## src/hdl/beam_reduce_pkg.sv

```systemverilog
// ------------------------------------------------
// beam reduce package
// shared sample, product and accumulator widths
// plus the RBG length table
// ------------------------------------------------
`default_nettype none

package beam_reduce_pkg;

    // ------------------------------------------------
    // sample format
    // ------------------------------------------------
    localparam int IQ_W = 16;           // bits per I or Q half

    // I in [31:16], Q in [15:0], both signed
    typedef logic [2*IQ_W-1:0] iq_t;

    // ------------------------------------------------
    // arithmetic widths
    // ------------------------------------------------
    typedef logic signed [39:0] prod_t;      // product / per-element beam sum
    typedef logic signed [47:0] beam_sum_t;  // RBG accumulator

    // ------------------------------------------------
    // control fields
    // ------------------------------------------------
    typedef logic [1:0] rbg_size_t;     // RBG size selector
    typedef logic [7:0] rbg_idx_t;      // group index within a burst
    typedef logic [7:0] blk_idx_t;      // burst counter

    localparam int NUM_BLK = 4;         // code word banks

    // elements per group for each selector value
    localparam int RE_PER_RBG_4  = 48;
    localparam int RE_PER_RBG_8  = 96;
    localparam int RE_PER_RBG_16 = 192;

endpackage : beam_reduce_pkg

`default_nettype wire

```

## src/hdl/rbg_accumulate.sv

```systemverilog
// ------------------------------------------------
// RBG accumulator
// adds per-element beam sums over one resource
// block group, emits one sum per beam with its
// index, flushes a partial group at burst end
// ------------------------------------------------
`timescale 1ns/1ns
`default_nettype none

module rbg_accumulate #(
    parameter int BEAM = 4
) (
    input  logic i_clk,
    input  logic i_reset,
    input  beam_reduce_pkg::prod_t [BEAM-1:0] i_beam_sum,
    input  logic i_beam_vld,
    input  beam_reduce_pkg::rbg_size_t i_rbg_size,
    output beam_reduce_pkg::beam_sum_t [BEAM-1:0] o_rbg_sum,
    output beam_reduce_pkg::rbg_idx_t o_rbg_idx,
    output logic o_rbg_vld
);
    import beam_reduce_pkg::*;

    localparam int CNT_W = 8;           // holds up to 191

    typedef enum logic [0:0] {
        IDLE,
        ACCUM
    } state_t;

    state_t           state;
    logic [CNT_W-1:0] re_cnt;           // elements already in acc
    logic [CNT_W-1:0] last_cnt;
    logic             last_re;
    logic             burst_end;
    rbg_idx_t         rbg_idx;
    beam_sum_t        acc      [BEAM];
    beam_sum_t        acc_next [BEAM];

    // ------------------------------------------------
    // group length
    // ------------------------------------------------
    always_comb begin
        case (i_rbg_size)
            2'd1:    last_cnt = CNT_W'(RE_PER_RBG_8 - 1);
            2'd2:    last_cnt = CNT_W'(RE_PER_RBG_16 - 1);
            default: last_cnt = CNT_W'(RE_PER_RBG_4 - 1);  // 0 and 3
        endcase
    end

    assign last_re   = i_beam_vld && (re_cnt == last_cnt);
    assign burst_end = !i_beam_vld && (state == ACCUM);

    // first element of a group starts from zero
    always_comb begin
        for (int b = 0; b < BEAM; b++) begin
            acc_next[b] = ((re_cnt == '0) ? beam_sum_t'(0) : acc[b])
                        + beam_sum_t'($signed(i_beam_sum[b]));
        end
    end

    // ------------------------------------------------
    // control
    // ------------------------------------------------
    always_ff @(posedge i_clk) begin
        if (i_reset) begin
            state     <= IDLE;
            re_cnt    <= '0;
            rbg_idx   <= '0;
            o_rbg_vld <= 1'b0;
        end else begin
            o_rbg_vld <= 1'b0;
            if (i_beam_vld) begin
                state <= ACCUM;
                if (last_re) begin
                    re_cnt    <= '0;
                    rbg_idx   <= rbg_idx + 1'b1;
                    o_rbg_vld <= 1'b1;
                end else begin
                    re_cnt <= re_cnt + 1'b1;
                end
            end else if (burst_end) begin
                state     <= IDLE;
                re_cnt    <= '0;
                rbg_idx   <= '0;            // next burst restarts at group 0
                o_rbg_vld <= (re_cnt != '0); // partial group pending
            end
        end
    end

    // ------------------------------------------------
    // datapath
    // ------------------------------------------------
    always_ff @(posedge i_clk) begin
        if (i_beam_vld) begin
            for (int b = 0; b < BEAM; b++) begin
                acc[b] <= acc_next[b];
            end
        end
        if (last_re) begin
            for (int b = 0; b < BEAM; b++) begin
                o_rbg_sum[b] <= acc_next[b];
            end
            o_rbg_idx <= rbg_idx;
        end else if (burst_end) begin
            for (int b = 0; b < BEAM; b++) begin
                o_rbg_sum[b] <= acc[b];     // flush what is left
            end
            o_rbg_idx <= rbg_idx;
        end
    end

    // a full group is never followed by a flush on the next cycle
    a_vld_single: assert property (
        @(posedge i_clk) disable iff (i_reset)
        o_rbg_vld |=> !o_rbg_vld
    );

    a_cnt_range: assert property (
        @(posedge i_clk) disable iff (i_reset)
        re_cnt < CNT_W'(RE_PER_RBG_16)
    );

endmodule : rbg_accumulate

`default_nettype wire

```

## config.mk

```make
export PLATFORM = sky130hd
export DESIGN_NAME = rbg_accumulate
export DESIGN_NICKNAME = d
export VERILOG_FILES = /design/src/hdl/beam_reduce_pkg.sv /design/src/hdl/rbg_accumulate.sv
export SDC_FILE = /design/constraint.sdc
export NUM_CORES = 1
export LEC_CHECK = 0
export BUFFER_PORTS_ARGS = -buffer_cell sky130_fd_sc_hd__buf_2
export CORE_ASPECT_RATIO = 0.7
export CORE_MARGIN = 2
export CORE_UTILIZATION = 50
export CTS_CLUSTER_DIAMETER = 100
export DETAILED_ROUTE_END_ITERATION = 10
export PLACE_DENSITY = 0.81
export SYNTH_ARGS = -nofsm -noshare
export SYNTH_HDL_FRONTEND = slang
export SYNTH_SLANG_ARGS = --single-unit
```

## constraint.sdc

```tcl
create_clock -name i_clk -period 9.9 [get_ports i_clk]
set_input_delay 0.99 -clock i_clk [delete_from_list [all_inputs] [get_ports i_clk]]
set_output_delay 0.99 -clock i_clk [all_outputs]
set_load 0.05 [all_outputs]
```

==> metrics.yaml <==
status: "finished, final reports clean"
antenna_found_initial: 7
async_reset_ff_share_pct: 0
min_period_ns: 5.76
nets: 3494
setup-tns-final_ns: 0
seqPwrFrac_pct: 40.9
grt_pass1_wl_um: 116000
cp_cell_sequence: "inv_1, ha_1, nor4b_1, nand2_4, buf_4, and2_1, ha_1, nand4_1, nor3_1, o2111ai_1, nand3_1, o22ai_1, o31ai_1, a31oi_1, xnor2_1, mux2_2"
switching_share_pct: 32.9
drcViolationCount: 0
synth.area.top_cells: "edfxtp_1 (43%), ha_1 (8.8%), nand2_1 (6.6%), and2_1 (4.6%), a21oi_1 (3.9%)"
cp_max_fo: 70
critical_path_required_ns: 10.21
cts_buffers: 43
top_layer: "met5"
synth.avg_cell_area_um2: 9.61
synth_top_flop_cell: "edfxtp_1"
synth_area_mm2: 0.0274
finalSetupViolCount: 0
clock_latency_ns: 0.57
fp.dieArea_mm2: 0.0568
post_cts_buffers: 0
final_area_mm2: 0.0311
io_buffers: 365
viasPerCell: 5.88
wl_met2_um: 30600
worst_slack_ns: 4.14
hold_violations: 0
dp_hpwl_um: 53800
drt_iter0_markers: 2252
cts_tree: "done"
post_cts_resized: 0
crit_family: "simple AND/OR/NAND/NOR gates"
worst-setup-path-type: "reg2reg"
synth-seq-cells: 410
p_comb_share_pct: 29.5
grt-ovfl-total: 0
syn_nets: 3216
wl_met1_um: 35800
cap_violations: 0
worst_clock_skew_ns: 0.0134
slew_headroom_pct: 15.9
cts_max_path_buffers: 3
rsz0062_at_grt: "false"
pwr-share-clk_pct: 29.5
finalCoreUtilization_pct: 57.7
gp_congestion: 0.965
yosysWarnings: 0
wirelength_um: 74700
arrival_ns: 6.07
final_cell_mix: "nand2_1 (476), edfxtp_1 (392), buf_2 (364)"
initial_core_util_pct: 50.8
row_count: 71
layout_commonest_cell: "nand2_1"
crit_slowest_cell: "o31ai_1"
synth_cell_types: 71
layout-drive-gt1-share_pct: 16.8
synth_largest_area_cell: "edfxtp_1"
dr.pass1.iters: 6
die_x_um: 284
synthesis.instances: 2854
post_dp_cell_area_mm2: 0.0297
grt_pass1_vias: 21075
ant_nets: 0
synth_top_cell_area_share_pct: 42.9
core_mm2: 0.0540
multi_input_area_mm2: 0.0145
grt_use_total_pct: 25.5
ys_seq_area_share_pct: 44.2
power_switching_mw: 1.83
synth-edff-count: 392
fin_crit_sh_pct: 58.2
nFillCells: 4677
vias: 22908
fmax_ghz: 0.174
area_delta_synth_final_pct: 13.5
pre_cts_slack_ns: 4.28
total_leakage_power_nw: 13.5
cp_num_buf_inv: 2
cts_hold_buf: 0
grt_start_max_net_pins: 79
htreeDepth: 2
clock-sinks: 410
io-pin-count: 366
tightest_slew_ns: 1.25
power_density_mw_per_mm2: 178
root_buffer: "clkbuf_16"
peakVddDrop_v: 0.000151
critPathMostFrequentCell: "ha_1"
intPower_mw: 3.72
slowest_delay_ns: 1.01
regArea_mm2: 0.0121
report.final.slew_viol_count: 0
cts.clk_slew.worst_paths_ns: 0.07
route.met3.wl_um: 6360
hold_class: "reg2reg"
drt-wirelength-per-cell_um: 19.2
die_y_um: 200
end_kind: "register"
crit_path_start_kind: "register"
[synthesized netlist by cell type, drive strengths merged, types with 5 or more instances]
master     n
inv       64
o21ai    127
nand3     52
nor2b     14
a21boi    12
a31oi     23
or3       15
or4        7
dfxtp     18
and2     201
o21bai    34
nor4      11
clkbuf   135
buf        8
o21a      26
a31o       6
o211a      5
o2111ai    7
o31ai     16
o221ai    10
o211ai    18
nand2b    13
nor3      48
and3      16
mux2      74
xor2      70
xnor2    113
nand4     55
nor2     163
ha       193
a21o     111
a21oi    215
a211oi    23
o22ai      5
nand2    479
a22oi     12
a211o      7
edfxtp   392
[final timing paths]
path,from,end,slack [ns],cells past startpoint
worst min-delay path,rbg_idx[7]$_SDFFE_PP0P_,o_rbg_idx[7]$_DFFE_PP_,0.45,0
worst max-delay path,re_cnt[0]$_SDFFE_PP0P_,o_rbg_sum[133]$_DFFE_PP_,4.14,16
worst max register to register,re_cnt[0]$_SDFFE_PP0P_,o_rbg_sum[133]$_DFFE_PP_,4.14,16
worst min register to register,rbg_idx[7]$_SDFFE_PP0P_,o_rbg_idx[7]$_DFFE_PP_,0.45,0
[power groups by stage]
stage	clock network, mW	registers (mW)	logic [mW]
5_1_grt	1.73	2.29	1.80
6_report	1.64	2.27	1.64
2_1_floorplan	0	2.40	1.10
3_5_place_dp	0	2.30	1.60
4_1_cts	1.66	2.27	1.61
3_3_place_gp	0	2.30	1.57
[cell type report]
type | count | share of cell area (%)
multi-input cells | 2237 | 46.7
repair buffers | 376 | 6.16
well taps | 730 | 2.93
inverters | 64 | 0.771
clock inverters | 21 | 0.555
clock buffers | 54 | 3.89
diodes | 5 | 0.0402
flip-flops and latches | 410 | 39.0
[logic make-up (layout without fill, tap and decap cells)]
kind of cell	after synthesis	after routing	share of synthesized area (%)
adder cells (fa/ha/maj)	197	197	9.09
multiplexers	76	76	3.11
AND/OR/NAND/NOR	1087	1087	18.6
XOR/XNOR	183	183	5.84
other	0	5	0
flip-flops	410	410	44.2
buffers and inverters	207	515	2.89
AO/OA/AOI/OAI	694	694	16.2
[registers in the layout, summed over array words and instances (netlist names)]
name       cells
rbg_idx        8
o_rbg_sum    192
state          1
re_cnt         8
acc          192
o_rbg_vld      1
o_rbg_idx      8
[per-layer routing]
metal  vias up  track usage (%)
met5         -                0
met4         4             7.08
met3       123             4.27
met2       991             36.5
met1     10870             39.5
li1      10920                -
[stage by stage]
step / std cells / total power, mW / hold slack (ns)
after floorplan: 2854 / 3.50 / 0.428
final: 3897 / 5.54 / 0.448
after global routing: 3896 / 5.82 / 0.488
after global placement: 3817 / 3.87 / 0.430
after detailed placement: 3817 / 3.90 / 0.442
after CTS: 3892 / 5.54 / 0.450
No activity file was read; power rests on OpenSTA's default activity.
